$ cat src/fifo_pkg.sv
package fifo_pkg;

   // port widths, bytes in and words out
   localparam int W_DATA_W = 8;
   localparam int R_DATA_W = 32;
   localparam int N_LANES  = R_DATA_W / W_DATA_W;

   // byte addressing over the whole FIFO
   localparam int ADDR_W      = 6;
   localparam int LANE_W      = $clog2(N_LANES);
   localparam int BANK_ADDR_W = ADDR_W - LANE_W;
   localparam int BANK_DEPTH  = 1 << BANK_ADDR_W;
   localparam int FIFO_BYTES  = 1 << ADDR_W;

   // level steps, counted in bytes
   localparam int W_INCR = 1;
   localparam int R_INCR = N_LANES;

   typedef logic [W_DATA_W-1:0]    w_data_t;
   typedef logic [R_DATA_W-1:0]    r_data_t;
   typedef logic [ADDR_W-1:0]      w_addr_t;
   typedef logic [BANK_ADDR_W-1:0] r_addr_t;
   typedef logic [BANK_ADDR_W-1:0] bank_addr_t;

   // one extra bit so that a full FIFO is distinct from an empty one
   typedef logic [ADDR_W:0] level_t;

   // write request, one enable bit per lane
   typedef struct packed {
      logic [N_LANES-1:0] we;
      bank_addr_t         addr;
      w_data_t            data;
   } mem_wr_t;

   // read request, shared by all lanes
   typedef struct packed {
      logic       en;
      bank_addr_t addr;
   } mem_rd_t;

   // lane 0 sits in the low byte
   typedef logic [N_LANES-1:0][W_DATA_W-1:0] mem_rdata_t;

endpackage

$ cat src/ram_2p_bank.sv
`timescale 1ns/1ps

module ram_2p_bank (
   input  logic                  clk_i,
   input  logic                  w_en_i,
   input  fifo_pkg::bank_addr_t  w_addr_i,
   input  fifo_pkg::w_data_t     w_data_i,
   input  logic                  r_en_i,
   input  fifo_pkg::bank_addr_t  r_addr_i,
   output fifo_pkg::w_data_t     r_data_o
);

   fifo_pkg::w_data_t mem [fifo_pkg::BANK_DEPTH];

   always_ff @(posedge clk_i) begin
      if (w_en_i) begin
         mem[w_addr_i] <= w_data_i;
      end
   end

   // registered read, output holds between reads
   always_ff @(posedge clk_i) begin
      if (r_en_i) begin
         r_data_o <= mem[r_addr_i];
      end
   end

endmodule

$ cat src/ram_2p_asym.sv
`timescale 1ns/1ps

module ram_2p_asym (
   input  logic                  clk_i,

   // byte write side
   input  logic                  w_en_i,
   input  fifo_pkg::w_addr_t     w_addr_i,
   input  fifo_pkg::w_data_t     w_data_i,

   // word read side
   input  logic                  r_en_i,
   input  fifo_pkg::r_addr_t     r_addr_i,
   output fifo_pkg::r_data_t     r_data_o,

   // bank requests and returned lanes
   output fifo_pkg::mem_wr_t     mem_wr_o,
   output fifo_pkg::mem_rd_t     mem_rd_o,
   input  fifo_pkg::mem_rdata_t  mem_rdata_i
);

   logic [fifo_pkg::LANE_W-1:0]  w_lane;
   fifo_pkg::bank_addr_t         w_bank_addr;
   logic [fifo_pkg::N_LANES-1:0] w_lane_en;

   fifo_pkg::r_data_t            rd_word;

   // low bits pick the lane, the rest is the row inside each bank
   assign w_lane      = w_addr_i[fifo_pkg::LANE_W-1:0];
   assign w_bank_addr = w_addr_i[fifo_pkg::ADDR_W-1:fifo_pkg::LANE_W];

   always_comb begin
      w_lane_en = '0;
      if (w_en_i) begin
         w_lane_en[w_lane] = 1'b1;
      end
   end

   assign mem_wr_o.we   = w_lane_en;
   assign mem_wr_o.addr = w_bank_addr;
   assign mem_wr_o.data = w_data_i;

   // all lanes read the same row together
   assign mem_rd_o.en   = r_en_i;
   assign mem_rd_o.addr = r_addr_i;

   // lane k holds byte k of the word, so the flat view is stream order
   assign rd_word = fifo_pkg::r_data_t'(mem_rdata_i);

   // banks hold their output between reads
   assign r_data_o = rd_word;

endmodule

$ cat src/fifo_sync.sv
`timescale 1ns/1ps

module fifo_sync (
   input  logic                  clk_i,
   input  logic                  rst_n_i,
   input  logic                  ce_i,
   input  logic                  clr_i,

   // write port
   input  logic                  w_en_i,
   input  fifo_pkg::w_data_t     w_data_i,
   output logic                  w_full_o,

   // read port
   input  logic                  r_en_i,
   output fifo_pkg::r_data_t     r_data_o,
   output logic                  r_empty_o,

   // occupancy in bytes
   output fifo_pkg::level_t      level_o,

   // external memory
   output fifo_pkg::mem_wr_t     mem_wr_o,
   output fifo_pkg::mem_rd_t     mem_rd_o,
   input  fifo_pkg::mem_rdata_t  mem_rdata_i
);

   logic                 w_en_int;
   logic                 r_en_int;

   fifo_pkg::w_addr_t    w_addr_q;
   fifo_pkg::r_addr_t    r_addr_q;

   fifo_pkg::level_t     level_q;
   fifo_pkg::level_t     level_nxt;

   logic                 r_empty_q;
   logic                 r_empty_nxt;
   logic                 w_full_q;
   logic                 w_full_nxt;

   // accepted strobes, nothing moves on a frozen or clearing edge
   assign w_en_int = w_en_i & ~w_full_q & ce_i & ~clr_i;
   assign r_en_int = r_en_i & ~r_empty_q & ce_i & ~clr_i;

   // byte write pointer
   always_ff @(posedge clk_i or negedge rst_n_i) begin
      if (!rst_n_i) begin
         w_addr_q <= '0;
      end else if (ce_i) begin
         if (clr_i) begin
            w_addr_q <= '0;
         end else if (w_en_int) begin
            w_addr_q <= w_addr_q + fifo_pkg::w_addr_t'(1);
         end
      end
   end

   // word read pointer
   always_ff @(posedge clk_i or negedge rst_n_i) begin
      if (!rst_n_i) begin
         r_addr_q <= '0;
      end else if (ce_i) begin
         if (clr_i) begin
            r_addr_q <= '0;
         end else if (r_en_int) begin
            r_addr_q <= r_addr_q + fifo_pkg::r_addr_t'(1);
         end
      end
   end

   // +1 per byte written, -4 per word read, both in one cycle is fine
   always_comb begin
      level_nxt = level_q;
      if (clr_i) begin
         level_nxt = '0;
      end else begin
         if (w_en_int) begin
            level_nxt = level_nxt + fifo_pkg::level_t'(fifo_pkg::W_INCR);
         end
         if (r_en_int) begin
            level_nxt = level_nxt - fifo_pkg::level_t'(fifo_pkg::R_INCR);
         end
      end
   end

   // flags look at the next level so they line up with level_o
   assign r_empty_nxt = level_nxt < fifo_pkg::level_t'(fifo_pkg::R_INCR);
   assign w_full_nxt  = level_nxt >
                        fifo_pkg::level_t'(fifo_pkg::FIFO_BYTES - fifo_pkg::W_INCR);

   always_ff @(posedge clk_i or negedge rst_n_i) begin
      if (!rst_n_i) begin
         level_q   <= '0;
         r_empty_q <= 1'b1;
         w_full_q  <= 1'b0;
      end else if (ce_i) begin
         level_q   <= level_nxt;
         r_empty_q <= r_empty_nxt;
         w_full_q  <= w_full_nxt;
      end
   end

   assign level_o   = level_q;
   assign r_empty_o = r_empty_q;
   assign w_full_o  = w_full_q;

   ram_2p_asym ram_2p_asym_i (
      .clk_i       (clk_i),
      .w_en_i      (w_en_int),
      .w_addr_i    (w_addr_q),
      .w_data_i    (w_data_i),
      .r_en_i      (r_en_int),
      .r_addr_i    (r_addr_q),
      .r_data_o    (r_data_o),
      .mem_wr_o    (mem_wr_o),
      .mem_rd_o    (mem_rd_o),
      .mem_rdata_i (mem_rdata_i)
   );

endmodule

$ cat src/fifo_subsys.sv
`timescale 1ns/1ps

module fifo_subsys (
   input  logic               clk_i,
   input  logic               rst_n_i,
   input  logic               ce_i,
   input  logic               clr_i,

   input  logic               w_en_i,
   input  fifo_pkg::w_data_t  w_data_i,
   output logic               w_full_o,

   input  logic               r_en_i,
   output fifo_pkg::r_data_t  r_data_o,
   output logic               r_empty_o,

   output fifo_pkg::level_t   level_o
);

   fifo_pkg::mem_wr_t     mem_wr;
   fifo_pkg::mem_rd_t     mem_rd;
   fifo_pkg::mem_rdata_t  mem_rdata;

   fifo_sync fifo_sync_i (
      .clk_i       (clk_i),
      .rst_n_i     (rst_n_i),
      .ce_i        (ce_i),
      .clr_i       (clr_i),
      .w_en_i      (w_en_i),
      .w_data_i    (w_data_i),
      .w_full_o    (w_full_o),
      .r_en_i      (r_en_i),
      .r_data_o    (r_data_o),
      .r_empty_o   (r_empty_o),
      .level_o     (level_o),
      .mem_wr_o    (mem_wr),
      .mem_rd_o    (mem_rd),
      .mem_rdata_i (mem_rdata)
   );

   // one byte bank per lane
   for (genvar g = 0; g < fifo_pkg::N_LANES; g++) begin : g_bank
      ram_2p_bank ram_2p_bank_i (
         .clk_i    (clk_i),
         .w_en_i   (mem_wr.we[g]),
         .w_addr_i (mem_wr.addr),
         .w_data_i (mem_wr.data),
         .r_en_i   (mem_rd.en),
         .r_addr_i (mem_rd.addr),
         .r_data_o (mem_rdata[g])
      );
   end

endmodule

$ cat config.mk
export PLATFORM = sky130hd
export DESIGN_NAME = fifo_subsys
export DESIGN_NICKNAME = d
export VERILOG_FILES = /design/src/fifo_pkg.sv /design/src/ram_2p_bank.sv /design/src/ram_2p_asym.sv /design/src/fifo_sync.sv /design/src/fifo_subsys.sv
export SDC_FILE = /design/constraint.sdc
export NUM_CORES = 1
export LEC_CHECK = 0
export BUFFER_PORTS_ARGS = -buffer_cell sky130_fd_sc_hd__buf_2
export CAP_MARGIN = 20
export CORE_MARGIN = 2
export CORE_UTILIZATION = 55
export CTS_CLUSTER_DIAMETER = 150
export CTS_CLUSTER_SIZE = 8
export DETAILED_ROUTE_END_ITERATION = 6
export PLACE_DENSITY = 0.81
export SYNTH_ARGS = -nofsm -noshare
export SYNTH_HDL_FRONTEND = slang
export SYNTH_SLANG_ARGS = --single-unit
$ cat constraint.sdc
create_clock -name clk_i -period 3.2 [get_ports clk_i]
set_input_delay 0.16 -clock clk_i [delete_from_list [all_inputs] [get_ports clk_i]]
set_output_delay 0.16 -clock clk_i [all_outputs]
set_load 0.01 [all_outputs]
# After elaboration in Yosys (flattened, before gate mapping)
# Memories as Yosys holds them, arrays and structs flattened. A register that Yosys moved wholly into a read port is not among the register bits.
# Index checks and enable logic that the tools add are counted.
# totals
regBits,19
mem_bits_rw,512
in_bits,14
out_inout_bits,41
wordCells,50
mem_count,4
# mem_list
memory,words,word_bits,read_ports,rd_clocked_by_memory_dff,write_ports,line_no,source
g_bank[0].ram_2p_bank_i.mem,16,8,1,1,1,ram_2p_bank.sv:13,fifo_pkg::w_data_t mem [fifo_pkg::BANK_DEPTH];
g_bank[1].ram_2p_bank_i.mem,16,8,1,1,1,ram_2p_bank.sv:13,
g_bank[2].ram_2p_bank_i.mem,16,8,1,1,1,ram_2p_bank.sv:13,
g_bank[3].ram_2p_bank_i.mem,16,8,1,1,1,ram_2p_bank.sv:13,
# op_classes
addsub,4
magnitude_cmp,4
n_mux,19
bitwise,9
n_reduce_logical,5
# ops
op,n
two-way mux 7 bit,4
two-way mux 4 bit,3
two-way mux 6 bit,2
two-way mux 1 bit,9
adder 7 x 1 -> 7 bit (second input constant),1
> comparator 7 x 6 -> 1 bit (second input constant),1
less-than comparator 7 x 3 -> 1 bit (second input constant),1
subtractor 7 x 3 -> 7 bit (second input constant),1
adder 6 x 1 -> 6 bit (second input constant),1
AND 1 bit,6
adder 4 x 1 -> 4 bit (second input constant),1
AND reduction 2 bit,2
nonzero test 2 bit,2
less-than comparator 2 x 3 -> 1 bit (second input constant),1
inverter 1 bit,3
demux 1 bit (select 2 bit),1
greater-or-equal comparator 2 x 1 -> 1 bit (second input constant),1
logical AND 1 bit,1

# Depth between registers and ports, before layout
# logic_depth
ltp_word,10
mapped_depth,9
mapped_depth_nobuf,9

# Modules after synthesis
# From an unflattened synthesis, not the netlist that was laid out.
# unflattened
cells_unflattened,1080
hier_area_um2,22475.3
# by_module_without_submodules
module,n_inst,cells_each,area_each_um2,seq_area_each_um2
ram_2p_bank,4,229,5227.5,4083.9
fifo_sync,1,111,1159.9,476.7
ram_2p_asym,1,53,405.4,0.0

# Least setup slack after synthesis
# No wires, ideal clock.
# synth_path
kind,flip-flop to flip-flop
from,"register fifo_sync_i.r_empty_q, in the netlist fifo_sync_i.r_empty_o"
to,register fifo_sync_i.r_addr_q[0]
setup_time_ps,75
arrival_time_ps,2333
t_required_ps,3125
slack_ps,792
stages_incl_launch_ff,4
n_path_buf,0
period_less_slack_ps,2408
cell_sequence,dfstp_2 nand3b_1 nor2_1 mux2_2
# synth_lines
element,line_no,source
from (decl),fifo_sync.sv:37,logic r_empty_q;
from (signal assigned),fifo_sync.sv:99,r_empty_q <= r_empty_nxt;
to (signal assigned),fifo_sync.sv:67,r_addr_q <= r_addr_q + fifo_pkg::r_addr_t'(1);
to (decl),fifo_sync.sv:32,fifo_pkg::r_addr_t r_addr_q;

# Final worst setup path
# layout_path
from,"register fifo_sync_i.w_full_q, in the netlist fifo_sync_i.w_full_o"
to,"memory g_bank[0].ram_2p_bank_i.mem[5][4] in the netlist's numbering, enable pin"
# layout_between
elab_chain_cells,7
# layout_rtl
element,line_no,source
from (decl),fifo_sync.sv:39,logic w_full_q;
from (signal assigned),fifo_sync.sv:100,w_full_q <= w_full_nxt;
inverter 1 bit,fifo_sync.sv:43,assign w_en_int = w_en_i & ~w_full_q & ce_i & ~clr_i;
AND 1 bit (3 in a row),fifo_sync.sv:43,
two-way mux 4 bit,ram_2p_asym.sv:34,if (w_en_i) begin
two-way mux 1 bit,ram_2p_bank.sv:16,if (w_en_i) begin
two-way mux 1 bit (implied by the code),ram_2p_bank.sv:17,mem[w_addr_i] <= w_data_i;
to (decl),ram_2p_bank.sv:13,
# No other way between the ends.

==> impl_summary.log <==
[metrics] number of buffers inserted during clock tree synthesis: 80
[metrics] count leader, synth: edfxtp_1
[metrics] post-synthesis cell type with the largest combined area: edfxtp_1
[metrics] die area: approximately 42000 um2
[metrics] clock skew after layout: ~0.03 ns
[metrics] Crit-path slowest cell: nor2_1
[metrics] antenna violation net count after detailed routing: 0
[metrics] final setup violation count: 0
[metrics] remaining max-slew budget at the tightest pin: between 30% and 40%
[metrics] CTS H-Tree Depth: 3
[metrics] met2 WL: approximately 25000 um
[metrics] maximum net fanout on the critical path: 16
[metrics] Area growth syn-to-layout: 15.0%
[metrics] portion of synthesized cell area occupied by the leading cell type: 74.1%
[metrics] total grt overflow: 0
[metrics] leakage power: between 8 and 9 nW
[metrics] ys async rst share: 3.37%
[metrics] beginning of the worst hold path: ce_i
[metrics] flop and latch count out of synthesis: around 560
[metrics] Max Transition Viols Final: 0
[metrics] total count of hold-check failures in the final report: 0
[metrics] CP arrival: approximately 2.8 ns
[metrics] Crit Reg-Reg Startpoint: fifo_sync_i.w_full_o$_DFFE_PN0P_
[metrics] Post-Synth Adder-Cell Area: 0.397%
[metrics] antenna diode count: 0
[metrics] number of optimization iterations in the first detailed-route pass: 5
[metrics] kind of critical path: reg -> reg
[metrics] crit path buf inv count: 0
[metrics] clock transition at the registers of the reported paths: roughly 0.05 ns
[metrics] xor and xnor area share after synthesis: less than 1%
[metrics] transition at the pin with the smallest max-transition slack: 1.03 ns
[metrics] vias after detailed routing: between 10000 and 15000
[metrics] sum of net half-perimeters after detailed placement: approximately 30000 um
[metrics] number of distinct library cells after synthesis: 42
[metrics] PostCTS Resize Cnt: 0
[metrics] DP Cell Count: 1776
[metrics] setup repair after global routing missed its margin: false
[metrics] post-synthesis mux area share: about an eighth
[metrics] Crit. Startpoint: fifo_sync_i.w_full_o$_DFFE_PN0P_
[metrics] Die H: roughly 200 um
[metrics] Vias/cell: ~6.3
[metrics] latest clock arrival within the worst-skew pair: 0.59 ns
[metrics] vias in the first global route: 12100
[metrics] final std cells w/o fill: 1888
[metrics] Clk Tree Root Cell: clkbuf_16
[metrics] register area: about 17000 um2
[metrics] mean instance size in the synthesized netlist: approximately 18 um2
[metrics] CTS tree: built
[metrics] maxcap violations: 0
[metrics] drt first-iter violations: about 1600
[metrics] synthesized area: approximately 22000 um2
[metrics] x dimension of the die: between 200 and 250 um
[metrics] setup TNS after final layout: 0 ns
[metrics] maximum VDD drop: ~0.43 mV
[metrics] cell area power density: between 600 and 700 nW/um2
[metrics] Min Hold Slack: around 0.025 ns
[metrics] number of enable-type register cells in the synthesized netlist: about 540
[metrics] Synth Warn #: 0
[metrics] Buffers on Ports: 54
[metrics] top_reg_cell synth: edfxtp_1
[metrics] drc violations: 0
[metrics] TritonCTS sink count: around 560
[metrics] post-synthesis compound-gate area fraction: 5.26%
[metrics] Critical Path Start Type: flip-flop
[metrics] num rows: 73
[metrics] total routed wire length on the met1 layer: between 15000 and 20000 um
[metrics] Total Routed Length: ~51000 um
[metrics] Highest Clock Rate: 391 MHz
[metrics] Cells after Synth: 1214
[metrics] endpoint required time on the critical path: ~3.4 ns
[metrics] floorplan core area: 39600 um2
[metrics] combinational family with the most area after synthesis: multiplexers
[metrics] count of fill cells added during filler insertion: 2593
[metrics] net count of the finished layout: between 1000 and 1500
[metrics] simple-gate area share of the yosys netlist: approximately 3.6%
[metrics] number of antenna violations at the first check in global routing: 0
[metrics] Hold Path Class: in -> reg
[metrics] effective utilization at floorplan: a little under three fifths
[metrics] ratio of cells with drive above 1 in the final layout: 21.1%
[metrics] synth top area cells: edfxtp_1 (74%), mux4_2 (6.5%), mux2i_1 (4.9%)
[metrics] highest layer used for signal routing: met4
[metrics] detail-routed net length per standard cell: approximately 27 um
[metrics] footprint of the multi-input gates: approximately 4900 um2
[metrics] syn nets: 1235
[metrics] Clock Path Buffers: 3
[metrics] io pins: 55
[metrics] shortest period the worst path allows: roughly 2.6 ns
[metrics] last weighted congestion value of the routability-driven placer: 0.839
[metrics] gate family responsible for the most delay along the worst path: simple AND/OR/NAND/NOR gates
[metrics] post-route fraction of the period consumed by the critical path: 80.0%
[metrics] critical path cell sequence: and4bb_4 > nand2_1 > nor2_1
[metrics] sequential-to-total area share from yosys stat: ~76%
[metrics] critical path's largest stage delay: approximately 0.75 ns
[metrics] status: finished, final reports clean
[metrics] wire length of the first global-routing pass: 76100 um
[metrics] cell types with the highest counts after synthesis: edfxtp_1 (544), mux2i_1 (107), nand2_1 (83)
[metrics] largest net degree at the start of global routing: 56
[metrics] GRT Util Overall: between 20% and 30%
[metrics] capturing element type of the critical path: flip-flop
[metrics] Met3 Wirelength: 4230 um
==> flip-flops by register name (all words and copies together) (netlist names) <==
name                           count
fifo_sync_i.level_o                7
fifo_sync_i.r_empty_o              1
g_bank.ram_2p_bank_i.mem         512
fifo_sync_i.w_full_o               1
fifo_sync_i.w_addr_q               6
fifo_sync_i.r_addr_q               4
g_bank.ram_2p_bank_i.r_data_o     32
==> final timing paths <==
path	endpoint	slack [ns]	depth (start not counted)
worst max-delay path	g_bank[0].ram_2p_bank_i.mem[5][4]$_DFFE_PP_	0.64	3
worst min-delay path	fifo_sync_i.level_o[0]$_DFFE_PN0P_	0.03	3
worst max register to register	g_bank[0].ram_2p_bank_i.mem[5][4]$_DFFE_PP_	0.64	3
worst min register to register	fifo_sync_i.w_addr_q[3]$_DFFE_PN0P_	0.57	1
max in group asynchronous	fifo_sync_i.r_addr_q[0]$_DFFE_PN0P_	2.73	2
min in group asynchronous	fifo_sync_i.r_addr_q[2]$_DFFE_PN0P_	0.10	2
==> cell families (layout without fill, tap and decap cells) <==
family | count (synthesis) | after routing
simple gates | 183 | 183
mux | 193 | 193
xor+xnor | 12 | 12
flops | 563 | 563
fa+ha+maj | 7 | 7
buf+inv | 74 | 223
compound gates | 182 | 182
==> layout make-up <==
class / count / share of cell area, %
tap: 525 / 2.59
sequential: 563 / 66.3
multi-input combinational: 577 / 19.4
inverter: 8 / 0.118
clock inverter: 4 / 0.163
clock buffer: 106 / 8.44
timing repair buffer: 105 / 2.99
==> cells in the final DEF (no fill, tap or decap), types with 35 or more instances in the layout <==
cell       instances
nand2_1           83
a21oi_1           35
buf_2             54
edfxtp_1         544
o21ai_0           64
nor2_1            70
clkbuf_16         82
mux4_2            64
buf_4             41
mux2i_1          107
==> per-layer routing <==
metal,up-vias,global-route usage (%)
met5,-,0
met4,0,9.91
met3,114,3.68
met2,682,40.6
met1,6004,34.3
li1,5074,-
==> worst register-to-register path: stages, from the launching register on <==
cell,delay (ns)
dfrtp_1,0.41
and4bb_4,0.50
nand2_1,0.51
nor2_1,0.76
==> where the power goes <==
part / switching, mW / internal (mW)
logic: 0.564 / 0.450
clock network: 2.84 / 4.59
registers: 0.0585 / 8.16
==> repair_timing <==
action / CTS / global route
hold endpoints to repair: 20 / 0
buffers inserted: 0 / 0
setup endpoints to repair: 0 / 0
hold buffers: 2 / 0
==> metrics by stage <==
stage / instance area (um2) / worst slack [ns] / power, mW / utilization (%)
after floorplan: 22100 / 0.792 / 9.01 / -
after global placement: 23200 / 0.797 / 9.33 / 58.5
after detailed placement: 23200 / 0.693 / 9.36 / 58.5
after CTS: 25400 / 0.641 / 16.7 / 64.0
after global routing: 25400 / 0.510 / 17.1 / 64.0
final: 25400 / 0.639 / 16.7 / 64.0
No activity file was read; power rests on OpenSTA's default activity.
